## src/source/exu_alu_pkg.sv

```systemverilog
`default_nettype none

package exu_alu_pkg;

   // data path width
   localparam int XLEN = 32;

   // pc is halfword aligned, bit 0 is never stored
   localparam int PC_W = XLEN - 1;

   // branch offset bits 12 down to 1
   localparam int BROFF_W = 12;

   // shift amount for a 32 bit operand
   localparam int SHAMT_W = 5;

   // 2-bit saturating-ish prediction history
   localparam int HIST_W = 2;

   // operand or result word
   typedef logic [XLEN-1:0] xlen_t;

   // pc without bit 0
   typedef logic [XLEN-1:1] pc_t;

   // branch offset without bit 0, bit 12 is the sign
   typedef logic [BROFF_W:1] broff_t;

   // history carried with the prediction
   typedef logic [HIST_W-1:0] hist_t;

   // logic unit controls, lui runs as an or with x0
   typedef enum logic [1:0] {
      LOGIC_NONE = 2'd0,
      LOGIC_XOR  = 2'd1,
      LOGIC_OR   = 2'd2,
      LOGIC_AND  = 2'd3
   } logic_op_t;

   // shifter controls
   typedef enum logic [1:0] {
      SHIFT_NONE = 2'd0,
      SHIFT_SRA  = 2'd1,
      SHIFT_SRL  = 2'd2,
      SHIFT_SLL  = 2'd3
   } shift_op_t;

   // branch controls, conditional branches also set sub for the compare
   typedef enum logic [2:0] {
      BR_NONE = 3'd0,
      BR_BGE  = 3'd1,
      BR_BLT  = 3'd2,
      BR_BNE  = 3'd3,
      BR_BEQ  = 3'd4,
      BR_JAL  = 3'd5
   } branch_op_t;

endpackage

`default_nettype wire
```

## src/source/exu_alu.sv

```systemverilog
`default_nettype none
`timescale 1ns/1ns

module exu_alu
(
   input  logic                       clk,
   input  logic                       rst,
   // clock enable for the result and pc flops
   input  logic                       enable,
   // single cycle strobe, one op per cycle
   input  logic                       valid_in,
   // branch flush from the previous cycle
   input  logic                       flush_upper_x,
   // flush of the whole pipe
   input  logic                       flush_lower_r,
   input  logic                       op_add,
   input  logic                       op_sub,
   input  logic                       op_unsign,
   input  logic                       op_slt,
   input  exu_alu_pkg::logic_op_t     logic_op,
   input  exu_alu_pkg::shift_op_t     shift_op,
   input  exu_alu_pkg::branch_op_t    branch_op,
   input  logic                       predict_t,
   input  logic                       predict_nt,
   input  exu_alu_pkg::hist_t         hist_in,
   input  exu_alu_pkg::xlen_t         a_in,
   // immediates are already muxed in here
   input  exu_alu_pkg::xlen_t         b_in,
   input  exu_alu_pkg::pc_t           pc_in,
   input  exu_alu_pkg::broff_t        brimm_in,
   output exu_alu_pkg::xlen_t         result_ff,
   output exu_alu_pkg::pc_t           pc_ff,
   output logic                       flush_upper_out,
   output logic                       flush_final_out,
   output exu_alu_pkg::pc_t           flush_path_out,
   output logic                       pred_correct_out,
   output logic                       misp_out,
   output logic                       ataken_out,
   output exu_alu_pkg::hist_t         hist_out
);

   // adder and compare results, shared by alu and branch
   exu_alu_pkg::xlen_t sum;
   logic lt;
   logic eq;
   exu_alu_pkg::xlen_t shift_out;
   // pc plus offset, jal link address
   exu_alu_pkg::pc_t link_pc;

   alu_adder_cmp u_adder_cmp
   (
      .a_in      (a_in),
      .b_in      (b_in),
      .op_sub    (op_sub),
      .op_unsign (op_unsign),
      .sum       (sum),
      .lt        (lt),
      .eq        (eq)
   );

   // only the low bits of b carry the shift amount
   alu_shifter u_shifter
   (
      .a_in      (a_in),
      .shamt     (b_in[exu_alu_pkg::SHAMT_W-1:0]),
      .shift_op  (shift_op),
      .shift_out (shift_out)
   );

   alu_result_sel u_result_sel
   (
      .clk       (clk),
      .rst       (rst),
      .enable    (enable),
      .valid_in  (valid_in),
      .a_in      (a_in),
      .b_in      (b_in),
      .logic_op  (logic_op),
      .shift_op  (shift_op),
      .op_add    (op_add),
      .op_sub    (op_sub),
      .op_slt    (op_slt),
      .branch_op (branch_op),
      .sum       (sum),
      .lt        (lt),
      .shift_out (shift_out),
      .link_pc   (link_pc),
      .result_ff (result_ff)
   );

   branch_resolve u_branch_resolve
   (
      .clk              (clk),
      .rst              (rst),
      .enable           (enable),
      .valid_in         (valid_in),
      .flush_upper_x    (flush_upper_x),
      .flush_lower_r    (flush_lower_r),
      .branch_op        (branch_op),
      .predict_t        (predict_t),
      .predict_nt       (predict_nt),
      .hist_in          (hist_in),
      .pc_in            (pc_in),
      .brimm_in         (brimm_in),
      .sum              (sum),
      .lt               (lt),
      .eq               (eq),
      .link_pc          (link_pc),
      .pc_ff            (pc_ff),
      .flush_upper_out  (flush_upper_out),
      .flush_final_out  (flush_final_out),
      .flush_path_out   (flush_path_out),
      .pred_correct_out (pred_correct_out),
      .misp_out         (misp_out),
      .ataken_out       (ataken_out),
      .hist_out         (hist_out)
   );

endmodule

`default_nettype wire

```

## src/source/branch_resolve.sv

```systemverilog
`default_nettype none
`timescale 1ns/1ns

module branch_resolve
(
   input  logic                       clk,
   input  logic                       rst,
   input  logic                       enable,
   input  logic                       valid_in,
   input  logic                       flush_upper_x,
   input  logic                       flush_lower_r,
   input  exu_alu_pkg::branch_op_t    branch_op,
   input  logic                       predict_t,
   input  logic                       predict_nt,
   input  exu_alu_pkg::hist_t         hist_in,
   input  exu_alu_pkg::pc_t           pc_in,
   input  exu_alu_pkg::broff_t        brimm_in,
   input  exu_alu_pkg::xlen_t         sum,
   input  logic                       lt,
   input  logic                       eq,
   output exu_alu_pkg::pc_t           link_pc,
   output exu_alu_pkg::pc_t           pc_ff,
   output logic                       flush_upper_out,
   output logic                       flush_final_out,
   output exu_alu_pkg::pc_t           flush_path_out,
   output logic                       pred_correct_out,
   output logic                       misp_out,
   output logic                       ataken_out,
   output exu_alu_pkg::hist_t         hist_out
);

   // offset sign extended to pc width
   exu_alu_pkg::pc_t brimm_sext;
   logic any_jal;
   logic actual_taken;
   logic cond_mispredict;
   // jal or mispredict that survives the older flush
   logic flush_cause;

   // any pc passes through here, not only branches
   always_ff @(posedge clk)
   begin
      if (rst)
      begin
         pc_ff <= '0;
      end
      else if (enable)
      begin
         pc_ff <= pc_in;
      end
   end

   assign brimm_sext = {{(exu_alu_pkg::PC_W-exu_alu_pkg::BROFF_W){brimm_in[exu_alu_pkg::BROFF_W]}},
                        brimm_in};

   // for a conditional branch this is the path opposite the prediction
   // for jal it is the return address
   assign link_pc = pc_in + brimm_sext;

   assign any_jal = (branch_op == exu_alu_pkg::BR_JAL);

   always_comb
   begin
      case (branch_op)
         exu_alu_pkg::BR_BEQ: actual_taken = eq;
         exu_alu_pkg::BR_BNE: actual_taken = ~eq;
         exu_alu_pkg::BR_BLT: actual_taken = lt;
         exu_alu_pkg::BR_BGE: actual_taken = ~lt;
         exu_alu_pkg::BR_JAL: actual_taken = 1'b1;
         default:             actual_taken = 1'b0;
      endcase
   end

   assign cond_mispredict = (predict_t & ~actual_taken) |
                            (predict_nt & actual_taken);

   // tells the npc logic the flush path is not needed
   // jal always redirects, so never correct
   assign pred_correct_out = valid_in & ~any_jal &
                             ((predict_nt & ~actual_taken) | (predict_t & actual_taken));

   // jal target comes from the adder
   assign flush_path_out = any_jal ? sum[exu_alu_pkg::XLEN-1:1] : link_pc;

   // an older flush from x kills this op
   assign flush_cause = valid_in & (any_jal | cond_mispredict) & ~flush_upper_x;

   assign flush_upper_out = flush_cause & ~flush_lower_r;

   // lower flush wipes the whole pipe regardless of this op
   assign flush_final_out = flush_cause | flush_lower_r;

   assign misp_out = cond_mispredict & ~flush_upper_x & ~flush_lower_r;

   assign ataken_out = actual_taken;

   // history update, old history and taken in, new history out
   //   00: nt->01  t->10
   //   01: nt->01  t->00
   //   10: nt->00  t->11
   //   11: nt->10  t->11
   assign hist_out[1] = (hist_in[1] & hist_in[0]) | (~hist_in[0] & actual_taken);
   assign hist_out[0] = (~hist_in[1] & ~actual_taken) | (hist_in[1] & actual_taken);

   // the predictor sends one direction at most
   a_pred_excl: assert property (@(posedge clk) disable iff (rst)
      !(predict_t && predict_nt))
      else $error("branch_resolve: predict_t and predict_nt both set");

   // equal operands on beq or bne leave a zero difference in the adder
   a_eq_zero_diff: assert property (@(posedge clk) disable iff (rst)
      (valid_in && eq &&
       (branch_op == exu_alu_pkg::BR_BEQ || branch_op == exu_alu_pkg::BR_BNE))
      |-> (sum == '0))
      else $error("branch_resolve: equal compare without a zero difference");

endmodule

`default_nettype wire

```

## src/source/alu_result_sel.sv

```systemverilog
`default_nettype none
`timescale 1ns/1ns

module alu_result_sel
(
   input  logic                       clk,
   input  logic                       rst,
   input  logic                       enable,
   input  logic                       valid_in,
   input  exu_alu_pkg::xlen_t         a_in,
   input  exu_alu_pkg::xlen_t         b_in,
   input  exu_alu_pkg::logic_op_t     logic_op,
   input  exu_alu_pkg::shift_op_t     shift_op,
   input  logic                       op_add,
   input  logic                       op_sub,
   input  logic                       op_slt,
   input  exu_alu_pkg::branch_op_t    branch_op,
   input  exu_alu_pkg::xlen_t         sum,
   input  logic                       lt,
   input  exu_alu_pkg::xlen_t         shift_out,
   input  exu_alu_pkg::pc_t           link_pc,
   output exu_alu_pkg::xlen_t         result_ff
);

   // logic unit output, zero when no logic op
   exu_alu_pkg::xlen_t lout;
   // combined result before the flop
   exu_alu_pkg::xlen_t result;
   logic sel_logic;
   logic sel_shift;
   logic sel_adder;
   logic sel_pc;
   logic slt_one;

   always_comb
   begin
      case (logic_op)
         exu_alu_pkg::LOGIC_AND: lout = a_in & b_in;
         exu_alu_pkg::LOGIC_OR:  lout = a_in | b_in;
         exu_alu_pkg::LOGIC_XOR: lout = a_in ^ b_in;
         default:                lout = '0;
      endcase
   end

   assign sel_logic = (logic_op != exu_alu_pkg::LOGIC_NONE);
   assign sel_shift = (shift_op != exu_alu_pkg::SHIFT_NONE);

   // slt also drives the adder as a subtract, keep the difference out
   assign sel_adder = (op_add | op_sub) & ~op_slt;

   // jal writes the link address to rd
   assign sel_pc = (branch_op == exu_alu_pkg::BR_JAL);

   // slt and sltu produce a single bit
   assign slt_one = op_slt & lt;

   // unselected terms are zero, so a plain or picks the result
   assign result = lout |
                   ({exu_alu_pkg::XLEN{sel_shift}} & shift_out) |
                   ({exu_alu_pkg::XLEN{sel_adder}} & sum) |
                   ({exu_alu_pkg::XLEN{sel_pc}} & {link_pc, 1'b0}) |
                   {{(exu_alu_pkg::XLEN-1){1'b0}}, slt_one};

   // result flop, loads only on a valid op
   always_ff @(posedge clk)
   begin
      if (rst)
      begin
         result_ff <= '0;
      end
      else if (enable && valid_in)
      begin
         result_ff <= result;
      end
   end

   // decode must never ask for two results at once
   a_one_sel: assert property (@(posedge clk) disable iff (rst)
      valid_in |-> $onehot0({sel_logic, sel_shift, sel_adder, sel_pc}))
      else $error("alu_result_sel: more than one result select active");

endmodule

`default_nettype wire

```

## src/source/alu_shifter.sv

```systemverilog
`default_nettype none
`timescale 1ns/1ns

module alu_shifter
(
   input  exu_alu_pkg::xlen_t                    a_in,
   input  logic [exu_alu_pkg::SHAMT_W-1:0]       shamt,
   input  exu_alu_pkg::shift_op_t                shift_op,
   output exu_alu_pkg::xlen_t                    shift_out
);

   // right shift amount after the sll conversion
   logic [exu_alu_pkg::SHAMT_W-1:0] shift_amount;
   // clears the low bits that wrap around on sll
   exu_alu_pkg::xlen_t shift_mask;
   // a with 31 extra bits on top
   logic [2*exu_alu_pkg::XLEN-2:0] shift_extend;
   // low word of the shifted value
   exu_alu_pkg::xlen_t shift_long;
   logic is_sll;
   logic is_sra;

   assign is_sll = (shift_op == exu_alu_pkg::SHIFT_SLL);
   assign is_sra = (shift_op == exu_alu_pkg::SHIFT_SRA);

   // sll becomes a right shift by 32 - shamt
   // the 6th bit of 32 - shamt drops out, so shamt 0 stays 0
   always_comb
   begin
      if (is_sll)
         shift_amount = exu_alu_pkg::SHAMT_W'(6'd32 - {1'b0, shamt});
      else
         shift_amount = shamt;
   end

   // only sll needs the mask, everything else keeps all bits
   assign shift_mask = {exu_alu_pkg::XLEN{1'b1}} << (is_sll ? shamt : '0);

   assign shift_extend[exu_alu_pkg::XLEN-1:0] = a_in;

   // upper part is sign fill for sra, a low bits for sll, zero for srl
   assign shift_extend[2*exu_alu_pkg::XLEN-2:exu_alu_pkg::XLEN] =
      ({(exu_alu_pkg::XLEN-1){is_sra}} & {(exu_alu_pkg::XLEN-1){a_in[exu_alu_pkg::XLEN-1]}}) |
      ({(exu_alu_pkg::XLEN-1){is_sll}} & a_in[exu_alu_pkg::XLEN-2:0]);

   // one funnel shift serves all three ops
   assign shift_long = exu_alu_pkg::XLEN'(shift_extend >> shift_amount);

   assign shift_out = shift_long & shift_mask;

endmodule

`default_nettype wire

```

## src/source/alu_adder_cmp.sv

```systemverilog
`default_nettype none
`timescale 1ns/1ns

module alu_adder_cmp
(
   input  exu_alu_pkg::xlen_t a_in,
   input  exu_alu_pkg::xlen_t b_in,
   input  logic               op_sub,
   input  logic               op_unsign,
   output exu_alu_pkg::xlen_t sum,
   output logic               lt,
   output logic               eq
);

   // b after optional inversion for subtract
   exu_alu_pkg::xlen_t bm;
   // carry out of the msb
   logic cout;
   // signed overflow
   logic ov;
   // sign of the sum
   logic neg;

   // sub is a + ~b + 1, the +1 rides in as carry in
   assign bm = op_sub ? ~b_in : b_in;

   assign {cout, sum} = {1'b0, a_in} + {1'b0, bm} + {{exu_alu_pkg::XLEN{1'b0}}, op_sub};

   assign neg = sum[exu_alu_pkg::XLEN-1];

   // operands same sign but sum sign flipped
   assign ov = (~a_in[exu_alu_pkg::XLEN-1] & ~bm[exu_alu_pkg::XLEN-1] & neg) |
               ( a_in[exu_alu_pkg::XLEN-1] &  bm[exu_alu_pkg::XLEN-1] & ~neg);

   // signed: true sign of a-b, unsigned: borrow out
   assign lt = (~op_unsign & (neg ^ ov)) |
               ( op_unsign & ~cout);

   // equality straight off the operands, no adder delay
   assign eq = (a_in == b_in);

   // a compare is only meaningful on subtract
   // equal operands give a zero difference with carry set, never less-than
   always_comb
   begin
      a_eq_not_lt: assert final (!(op_sub && eq && lt))
         else $error("alu_adder_cmp: eq and lt both set on a compare");
   end

endmodule

`default_nettype wire

```

## config.mk

```make
export PLATFORM = sky130hd
export DESIGN_NAME = exu_alu
export DESIGN_NICKNAME = d
export VERILOG_FILES = /design/src/source/exu_alu_pkg.sv /design/src/source/exu_alu.sv /design/src/source/branch_resolve.sv /design/src/source/alu_result_sel.sv /design/src/source/alu_shifter.sv /design/src/source/alu_adder_cmp.sv
export SDC_FILE = /design/constraint.sdc
export NUM_CORES = 1
export LEC_CHECK = 0
export ABC_CLOCK_PERIOD_IN_PS = 5900
export BUFFER_PORTS_ARGS = -buffer_cell sky130_fd_sc_hd__buf_2
export CORE_UTILIZATION = 53
export CTS_BUF_LIST = sky130_fd_sc_hd__clkbuf_16
export DETAILED_ROUTE_END_ITERATION = 16
export PLACE_DENSITY_LB_ADDON = 0.12
export SLEW_MARGIN = 20
export SYNTH_ARGS = -nofsm -noshare
export SYNTH_HDL_FRONTEND = slang
export SYNTH_SLANG_ARGS = --single-unit
export TNS_END_PERCENT = 20
```

## constraint.sdc

```tcl
create_clock -name clk -period 5.9 [get_ports clk]
set_input_delay 1.18 -clock clk [delete_from_list [all_inputs] [get_ports clk]]
set_output_delay 1.18 -clock clk [all_outputs]
set_load 0.1 [all_outputs]
```

# --- Word-level counts from Yosys, hierarchy flattened ---
# Cells that the tools add are included.
word_totals:
  rom_bits: 0
  in_bits: 128
  latchBits: 0
  mem_count: 0
  ram_bits: 0
  out_inout_bits: 101
  reg_bits: 63
op_classes:
  addsub: 4
  eq_ne: 11
  n_div: 0
  multipliers: 0
  n_shift: 2
  mux: 6
  bitwise_logic: 62
  n_lt_le_gt_ge: 0
  reduce_logical: 2
ops:
  columns: ["operator", "n"]
  rows:
  - ["$and A32 B32 Y32", 5]
  - ["$or A32 B32 Y32", 4]
  - ["$pmux W32 S3", 1]
  - ["$shr A63 B5 Y32", 1]
  - ["$and A31 B31 Y31", 2]
  - ["$add A32 B32 Y33", 1]
  - ["$add A33 B1 Y33", 1]
  - ["$eq A32 B32 Y1", 1]
  - ["$mux W32", 1]
  - ["$not A32 Y32", 1]
  - ["$or A32 B1 Y32", 1]
  - ["$shl A32 B5 Y32 const A", 1]
  - ["$xor A32 B32 Y32", 1]
  - ["$add A31 B31 Y31", 1]
  - ["$mux W31", 1]
  - ["$or A31 B31 Y31", 1]
  - ["$and A1 B1 Y1", 23]
  - ["$not A1 Y1", 14]
  - ["$mux W5", 2]
  - ["$or A1 B1 Y1", 9]
  - ["$eq A2 B2 Y1 const B", 3]
  - ["$eq A3 B2 Y1 const B", 2]
  - ["$eq A3 B3 Y1 const B", 2]
  - ["$pmux W1 S5", 1]
  - ["other kinds (6)", 7]

# --- Longest topological paths before layout ---
# Gate-level depths: netlist of run 1.
logic_depth:
  word_depth: 19
  mapped_depth: 18
  depth_no_buf: 13

# --- Hierarchy ---
# From an unflattened synthesis of run 1, not the netlist that was laid out.
unflattened:
  cells_unflattened: 1719
  hier_area_um2: 13083.8
by_module_without_submodules:
  columns: ["module", "instances", "area_each_um2", "cells_per_inst"]
  rows:
  - ["alu_result_sel", 1, 3658.5, 425]
  - ["alu_shifter", 1, 3575.9, 503]
  - ["branch_resolve", 1, 3347.0, 447]
  - ["alu_adder_cmp", 1, 2502.4, 344]

# --- Worst setup path after synthesis of run 1 ---
# OpenSTA, ideal clock, no wires.
synth_path:
  kind: "input port to output port"
  startpoint: "input op_sub"
  endpoint: "output hist_out[0]"
  setup_slack_ps: -1229
  arrival_ps: 5949
  cell_stages: 15
  path_cell_list: "clkbuf_1 -> buf_1 -> xor2_1 -> ha_1 -> a21o_1 -> a21o_1 -> a2111oi_2 -> or3_1 -> and4bb_4 -> nor2_2 -> a311oi_4 -> a21oi_1 -> and2_1 -> buf_6 -> xnor2_1"
synth_between:
  elab_chain_len: 14
  elab_cells_between_ends: 21
  cone_classes: "2 x add/sub; 2 x mux; 17 x bitwise"
synth_lines:
  columns: ["element", "line", "source"]
  rows:
  - ["from (decl)", "exu_alu.sv:17", "input logic op_sub,"]
  - ["$mux W32", "alu_adder_cmp.sv:25", "assign bm = op_sub ? ~b_in : b_in;"]
  - ["$add A32 B32 Y33", "alu_adder_cmp.sv:27", "assign {cout, sum} = {1'b0, a_in} + {1'b0, bm} + {{exu_alu_pkg::XLEN{1'b0}}, op_sub};"]
  - ["$add A33 B1 Y33", "alu_adder_cmp.sv:27", null]
  - ["$not A1 Y1", "alu_adder_cmp.sv:33", "( a_in[exu_alu_pkg::XLEN-1] & bm[exu_alu_pkg::XLEN-1] & ~neg);"]
  - ["$and A1 B1 Y1", "alu_adder_cmp.sv:33", null]
  - ["$or A1 B1 Y1", "alu_adder_cmp.sv:32", "assign ov = (~a_in[exu_alu_pkg::XLEN-1] & ~bm[exu_alu_pkg::XLEN-1] & neg) |"]
  - ["$xor A1 B1 Y1", "alu_adder_cmp.sv:36", "assign lt = (~op_unsign & (neg ^ ov)) |"]
  - ["$and A1 B1 Y1", "alu_adder_cmp.sv:36", null]
  - ["$or A1 B1 Y1 *", "alu_adder_cmp.sv:36", null]
  - ["$not A1 Y1", "branch_resolve.sv:68", "exu_alu_pkg::BR_BGE: actual_taken = ~lt;"]
  - ["$pmux W1 S5 *", "branch_resolve.sv:64", "case (branch_op)"]
  - ["net ataken_out", "exu_alu.sv:38", "output logic ataken_out,"]
  - ["$not A1 Y1", "branch_resolve.sv:103", "assign hist_out[0] = (~hist_in[1] & ~actual_taken) | (hist_in[1] & actual_taken);"]
  - ["$and A1 B1 Y1", "branch_resolve.sv:103", null]
  - ["$or A1 B1 Y1 *", "branch_resolve.sv:103", null]
  - ["to (decl)", "exu_alu.sv:39", "output exu_alu_pkg::hist_t hist_out"]
# The timed path passes the listed nets; every way through them passes the cells marked *.

# --- Worst setup path after layout of run 1 ---
layout_path:
  startpoint: "input op_sub"
  endpoint: "output flush_upper_out"
layout_between:
  elab_chain_len: 18
  elab_cells_between_ends: 25
  cone_classes: "2 x add/sub; 2 x mux; 21 x bitwise"
layout_lines:
  columns: ["element", "line", "source"]
  rows:
  - ["$mux W32", "alu_adder_cmp.sv:25", null]
  - ["$add A32 B32 Y33", "alu_adder_cmp.sv:27", null]
  - ["$add A33 B1 Y33", "alu_adder_cmp.sv:27", null]
  - ["$not A1 Y1", "alu_adder_cmp.sv:33", null]
  - ["$and A1 B1 Y1", "alu_adder_cmp.sv:33", null]
  - ["$or A1 B1 Y1", "alu_adder_cmp.sv:32", null]
  - ["$xor A1 B1 Y1", "alu_adder_cmp.sv:36", null]
  - ["$and A1 B1 Y1", "alu_adder_cmp.sv:36", null]
  - ["$or A1 B1 Y1 *", "alu_adder_cmp.sv:36", null]
  - ["$not A1 Y1", "branch_resolve.sv:68", null]
  - ["$pmux W1 S5 *", "branch_resolve.sv:64", null]
  - ["$not A1 Y1", "branch_resolve.sv:74", "assign cond_mispredict = (predict_t & ~actual_taken) |"]
  - ["$and A1 B1 Y1", "branch_resolve.sv:74", null]
  - ["$or A1 B1 Y1 *", "branch_resolve.sv:74", null]
  - ["$or A1 B1 Y1 *", "branch_resolve.sv:86", "assign flush_cause = valid_in & (any_jal | cond_mispredict) & ~flush_upper_x;"]
  - ["$and A1 B1 Y1 * (2 in series)", "branch_resolve.sv:86", null]
  - ["$and A1 B1 Y1 *", "branch_resolve.sv:88", "assign flush_upper_out = flush_cause & ~flush_lower_r;"]
  - ["to (decl)", "exu_alu.sv:33", "output logic flush_upper_out,"]
# Mark *: on every way between the ends. The rest lies on a longest branch, timed or not.

==> summary.txt, run 1 <==
Run
  • Max Cap Viol: 0

Setup path
  • CP max stage cell: ha_1
  • CP startpoint: op_sub
  • R2R Path Start: u_result_sel.result_ff[28]
  • Crit path max-delay family: compound AO/OA/AOI/OAI gates
  • CP required: 4.72 ns
  • Worst Path Buf+Inv: 5
  • Critical Path AT: around 4.7 ns
  • Crit path max fanout: 14
  • CP max stage delay: approximately 0.35 ns
  • Cells along the critical path: buf_2 > buf_12 > xor2_1 > ha_1 > nand2_1 > o21ai_0 > o211ai_1 > a21oi_2 > nor3b_1 > o2111a_1 > a311oi_4 > buf_6 > a21oi_1 > buf_4 > a21bo_1 > a21oi_2 > buf_12
  • Crit path kind: primary input to output pin
  • CP startpoint kind: primary input
  • CP Capture Type: output pin

Route
  • Routed vias: between 10k and 15k
  • Routed WL: between 40,000 and 50,000 µm
  • Post-route DRC: 0
  • Avg WL per Cell: between 20 and 25 µm
  • Detail Route Antenna Nets: 0
  • Routed vias/inst: roughly 6.5
  • DRT iter0 DRCs: roughly 1.4k
  • DR pass1 iterations: 6

Layout
  • ANT cells: 0
  • Finished Cell Area: ~0.015 mm²
  • Area Growth Syn to Fin: 22.71%
  • Share of cells above drive strength 1: 21.08%
  • Final net count: roughly 2.1k

Min path
  • Hold WC Path Type: flip-flop to flip-flop
  • Min-delay src: u_result_sel.result_ff[9]

STA
  • Min Tclk post-route: between 5 and 6 ns
  • Final Hold Violating Endpoints: 0
  • Slew Viols, Final: 0
  • Setup violators final: 0
  • Unrepaired setup endpoints after global routing: true
  • Max-slew headroom: 25.91%
  • Final period util: around 99%
  • Worst slew pin tran: roughly 1.1 ns
  • PnR worst setup slack: 0.05405 ns
  • Worst Skew: 0 ns
  • Final hold slack: ~0.49 ns
  • Max Clk Rate: about 0.17 GHz

Synth
  • Syn avg cell area: between 7 and 8 µm²
  • #FFs+latches synth: 63
  • Synth Net Count: ~1.9k
  • Mapped Area: between 0.01 and 0.015 mm²
  • Ys async rst share: 0%
  • Top-area cell type share of the netlist area: approximately 16%
  • Yosys warnings: 0
  • Synth top area cells: mux2i_1, ha_1, dfxtp_1
  • Post-synthesis sequential area ratio: between 10% and 20%
  • Synth top cells by count: nand2_1, mux2i_1, nor2_1
  • Synth area leader: mux2i_1
  • EDFF count, synth: 0
  • Count leader, synth: nand2_1
  • Post-Synthesis Cells: 1,635
  • Netlist cell types: 79
  • Ys flop type: dfxtp_1

Floorplanning
  • Die width: between 150 and 200 µm
  • Core area: 0.02189 mm²
  • Die area: ~0.023 mm²
  • Initial Utilization: 54.16%
  • Cell Rows: between 50 and 60
  • Ports: about 230
  • Die height: about 150 µm

Clock network
  • CTS Buffer Depth: 2
  • CTS HTree Levels: 3
  • CTS sink count: 63
  • CTS Buf Count: 9
  • Clock Latency Late Sink: 0.34 ns
  • Clock tree root driver cell: clkbuf_16
  • CTS tree: built
  • Hold-fix buffers, CTS: 0
  • Clock slew at reported path FFs: 0.06 ns

Placed design
  • GPL Wtd Cong: about 1.0
  • Placed Area: roughly 0.014 mm²
  • Setup Slack @ Placement: -0.1020 ns
  • Dpl hpwl: between 30,000 and 40,000 µm
  • IO Port Bufs: ~230

Pwr
  • P_leak: slightly above 7 nW
  • PwrDens: between 200 and 250 mW/mm²
  • Max IR drop VDD: 0.0003027 V

GRT
  • Initial antenna violation count: 0
  • Gr ovfl total: 0
  • Largest net degree at the start of global routing: 64
  • Vias in the first global route: 12.78k
  • First-pass GRT wire length: around 73,000 µm
  • Global Route Usage Sum: about 43%

Outcome
  • Status: completed
==> flip-flops by register name (all words and copies together), names as in the netlist <==
name	cells
u_branch_resolve.pc_ff	31
u_result_sel.result_ff	32
==> routing by layer <==
metal	up-vias	track usage [%]	wire length (µm)
li1	6383	-	-
met1	6453	53.21	19680
met2	830	67.26	21970
met3	160	8.503	4772
met4	0	25.99	3228
met5	-	0	0
==> layout make-up <==
type                       instances  area (µm²)
clock buffer                       9       225.2
clock inverter                     7       47.55
fill                            1940        7343
inverter                          96       360.3
multi-input combinational       1370       10010
sequential                        63        1261
tap                              280       350.3
timing repair buffer             315        2293
==> what timing repair did <==
item / in CTS / in global routing
gates resized for setup: 3 / 18
gates cloned: 0 / 0
pin swaps: 2 / 11
buffers inserted: 0 / 1
endpoints found under the setup margin: 3 / 10
==> worst paths after layout <==
| kind | endpoint | slack [ns] | cells after the start |
|---|---|---|---|
| worst max-delay path | flush_upper_out | 0.05 | 17 |
| worst min-delay path | u_result_sel.result_ff[9] | 0.49 | 2 |
| worst max register to register | u_result_sel.result_ff[28] | 4.99 | 3 |
| worst min register to register | u_result_sel.result_ff[9] | 0.49 | 2 |
==> cell families after synthesis <==
family / Yosys count / synth area share, %
XOR/XNOR: 97 / 7.166
multiplexers: 199 / 17.66
AO/OA/AOI/OAI: 476 / 26.46
AND/OR/NAND/NOR: 469 / 17.51
adder cells (fa/ha/maj): 129 / 13.74
buffers and inverters: 202 / 6.828
flip-flops: 63 / 10.64
==> tightest hold or removal path: cells and delay by family (launching register included) <==
kind / cells / cell delay (ns)
flops: 1 / 0.30
simple gates: 2 / 0.14
==> power breakdown <==
part | internal, mW | switching, mW | leakage, nW
combinational | 0.814 | 1.70 | 6.55
clock | 0.285 | 0.224 | 0.134
sequential | 0.456 | 0.0163 | 0.521
==> placed cells by master (no fill, tap or decap), types with 11 or more instances in the layout <==
cell type	Yosys	layout
and3_1	16	16
nor3_1	27	25
inv_1	95	95
a31oi_1	17	17
a221oi_1	29	29
dfxtp_1	63	63
buf_4	3	80
nand2_1	192	191
a21oi_1	129	124
xnor2_1	44	36
buf_12	0	34
o21bai_1	11	11
nand3_1	33	33
a21o_1	35	34
mux2i_1	190	188
xor2_1	53	52
nand2b_1	12	12
o21ai_1	3	11
ha_1	127	126
a211oi_1	45	42
o21ai_0	108	95
nor2_1	134	134
buf_2	20	200
==> stage by stage <==
stage | utilization [%] | TNS (ns) | total power, mW | instances
5_1_grt | 66.46 | -0.2259 | 3.633 | 2140
2_1_floorplan | - | -3.104 | 2.129 | 1635
3_3_place_gp | 64.75 | -0.03337 | 2.895 | 2123
4_1_cts | 66.04 | 0 | 3.423 | 2139
3_5_place_dp | 64.75 | -0.1609 | 2.910 | 2123
6_report | 66.46 | 0 | 3.496 | 2140
(Power assumes the default switching activity.)
==> run 2, diff against run 1 <==
--- a/config.mk
+++ b/config.mk
@@ -10,7 +10,8 @@
 export CORE_UTILIZATION = 53
 export CTS_BUF_LIST = sky130_fd_sc_hd__clkbuf_16
 export DETAILED_ROUTE_END_ITERATION = 16
-export PLACE_DENSITY_LB_ADDON = 0.12
+export MAX_ROUTING_LAYER = met4
+export PLACE_DENSITY = 0.78
 export SLEW_MARGIN = 20
 export SYNTH_ARGS = -nofsm -noshare
 export SYNTH_HDL_FRONTEND = slang
==> summary.txt, run 2 (synthesized netlist as in run 1, its figures left out) <==
Min path
  • Depth of the worst hold-timing path: 2
  • Hold WC Path Type: flip-flop to flip-flop
  • Min-delay src: u_branch_resolve.pc_ff[0]
  • Endpoint, Worst Hold: u_branch_resolve.pc_ff[0]

STA
  • PnR worst setup slack: 0.1524 ns
  • Setup violators final: 0
  • Final setup TNS: 0 ns
  • Slew Viols, Final: 0
  • Min Tclk post-route: roughly 5.7 ns
  • Final period util: a little over nine tenths
  • Worst slew pin tran: around 1.2 ns
  • Final Hold Violating Endpoints: 0
  • Final hold slack: a little under 0.5 ns
  • Max Clk Rate: around 0.17 GHz
  • Worst Skew: 0 ns
  • Max-slew headroom: 18.11%

GRT
  • Global Route Usage Sum: roughly 46%
  • Vias in the first global route: roughly 13k
  • Gr ovfl total: 0
  • Largest net degree at the start of global routing: 56
  • Grt met3 use: 11.53%
  • Met1 global-route usage: 53.95%
  • Initial antenna violation count: 2
  • First-pass GRT wire length: 75,620 µm
  • Met2 GRT Util: roughly 70%
  • Layer carrying the most global-route usage: met2

Pwr
  • PwrDens: around 240 mW/mm²
  • P_leak: roughly 7.2 nW
  • Final Power: 3.582 mW
  • Switching power: about 2.0 mW
  • Sequential power share: approximately an eighth
  • Sw Ratio: a little under three fifths
  • Max IR drop VDD: 0.0002030 V
  • Clock group share of total power: 15.5%
  • Int Pwr: 1.601 mW
  • Comb power frac: about 71%

Layout
  • Share of cells above drive strength 1: about a fifth
  • Biggest regs: u_result_sel.result_ff (32), u_branch_resolve.pc_ff (31)
  • Area Growth Syn to Fin: 23.54%
  • Max reg flops: 32
  • Non-filler instance count after layout: approximately 2.1k
  • Layout Utilization: between 60 and 70%
  • Finished Cell Area: around 0.015 mm²
  • Commonest non-fill, non-tap cell in the layout: buf_2
  • Largest register by flop count: u_result_sel.result_ff
  • Most frequent cells in the layout: buf_2, nand2_1, mux2i_1, nor2_1, ha_1
  • Final net count: between 2k and 2.5k

Setup path
  • CP max stage cell: fa_1
  • Cells along the critical path: buf_2 > mux2i_4 > inv_1 > fa_1 > a211oi_2 > nor3_2 > o21ai_2 > o211ai_1 > buf_4 > a41oi_1 > o21ai_0 > a21o_1 > a21oi_1 > xor2_1 > o22ai_2 > buf_12
  • Register-to-Register Path Depth: 3
  • Crit path kind: primary input to output pin
  • R2R Path Start: u_result_sel.result_ff[28]
  • CP startpoint kind: primary input
  • Crit path max-delay family: compound AO/OA/AOI/OAI gates
  • CP max stage delay: roughly 0.44 ns
  • CP required: between 4 and 5 ns
  • Critical Path AT: ~4.6 ns
  • Worst Path Buf+Inv: 4
  • Reg2reg end: u_result_sel.result_ff[28]
  • Crit path max fanout: 2
  • Reg2Reg Setup Slack: 4.99 ns
  • CP Capture Type: output pin

Clock network
  • CTS tree: built
  • CTS HTree Levels: 3
  • Clock slew at reported path FFs: approximately 0.06 ns
  • CTS Buffer Depth: 2
  • CTS Buf Count: 9
  • Clock tree root driver cell: clkbuf_16
  • CTS sink count: 63
  • Clock Latency Late Sink: between 0.3 and 0.4 ns
  • Hold-fix buffers, CTS: 0

Route
  • DR pass1 iterations: 7
  • DRT iter0 DRCs: 1,337
  • Routed vias/inst: between 6 and 7
  • Detail Route Antenna Nets: 0
  • Routed WL: about 52,000 µm
  • Post-route DRC: 0
  • Routed vias: roughly 14k
  • Avg WL per Cell: between 20 and 25 µm

Floorplanning
  • Die area: approximately 0.023 mm²
  • Die height: 151.6 µm
  • Initial Utilization: 54.16%
  • Ports: 229
  • Die width: 151.6 µm
  • Cell Rows: 54
  • Core area: between 0.02 and 0.025 mm²

Placed design
  • Setup Slack @ Placement: -0.01740 ns
  • Dpl hpwl: about 41,000 µm
  • Placed Area: about 0.014 mm²
  • GPL Wtd Cong: 1.064
  • Placed cells: ~2.1k
  • IO Port Bufs: between 200 and 250

Outcome
  • Status: completed

Run
  • Max Cap Viol: 0
==> run 2: changes by cell type in the layout (fill, tap and decap cells not counted), moves of 2 or more <==
cell	change
o21ai_1	+3
diode_2	+2
clkinv_2	-2
nor2_1	-2
buf_4	+5
nor2_2	+2
inv_6	+2
==> run 2: final cells by class <==
| type | count | area (µm²) |
|---|---|---|
| multi-input combinational | 1370 | 10020 |
| fill | 1913 | 7246 |
| timing repair buffer | 320 | 2342 |
| sequential | 63 | 1261 |
| inverter | 96 | 360.3 |
| tap | 280 | 350.3 |
| clock buffer | 9 | 225.2 |
| clock inverter | 7 | 76.32 |
| antenna | 2 | 5.005 |
==> run 2: worst max-delay path by stage <==
stage                 start                  to  slack, ns  cells after the start
CTS                  op_sub     flush_upper_out      0.008                     18
detailed placement   op_sub     flush_final_out      -0.02                     17
global route         op_sub     flush_final_out     -0.009                     18
global placement     op_sub     flush_final_out       0.11                     17
finish              b_in[0]  flush_path_out[29]       0.15                     16
floorplan           b_in[2]   flush_path_out[9]      -0.41                     12
==> run 2: routing by layer <==
metal	wire length (µm)	vias up	part of all wire, %
met5	0	-	0
met4	3954	0	7.6
met3	5422	184	10
met2	22630	804	43
met1	20040	6460	39
li1	-	6386	-
==> run 2: worst register-to-register path: stages, from the launching register on <==
cell and delay [ns]:
dfxtp_1 0.32, o21bai_1 0.09, or2_2 0.30, o22ai_1 0.13
==> run 2: repair_timing <==
| item | 4_1_cts | 5_1_grt |
|---|---|---|
| gates resized for setup | 1 | 28 |
| setup endpoints to repair | 2 | 10 |
| gates cloned | 0 | 1 |
| buffers inserted | 0 | 7 |
| pin swaps | 0 | 23 |
==> run 2: power by group through the flow <==
stage                     clock (mW)  combinational (mW)  sequential [mW]
after CTS                      0.552                2.46            0.473
after global routing           0.574                2.66            0.478
after floorplan                    0                1.43            0.698
after global placement             0                2.43            0.482
final                          0.555                2.55            0.474
after detailed placement           0                2.44            0.482
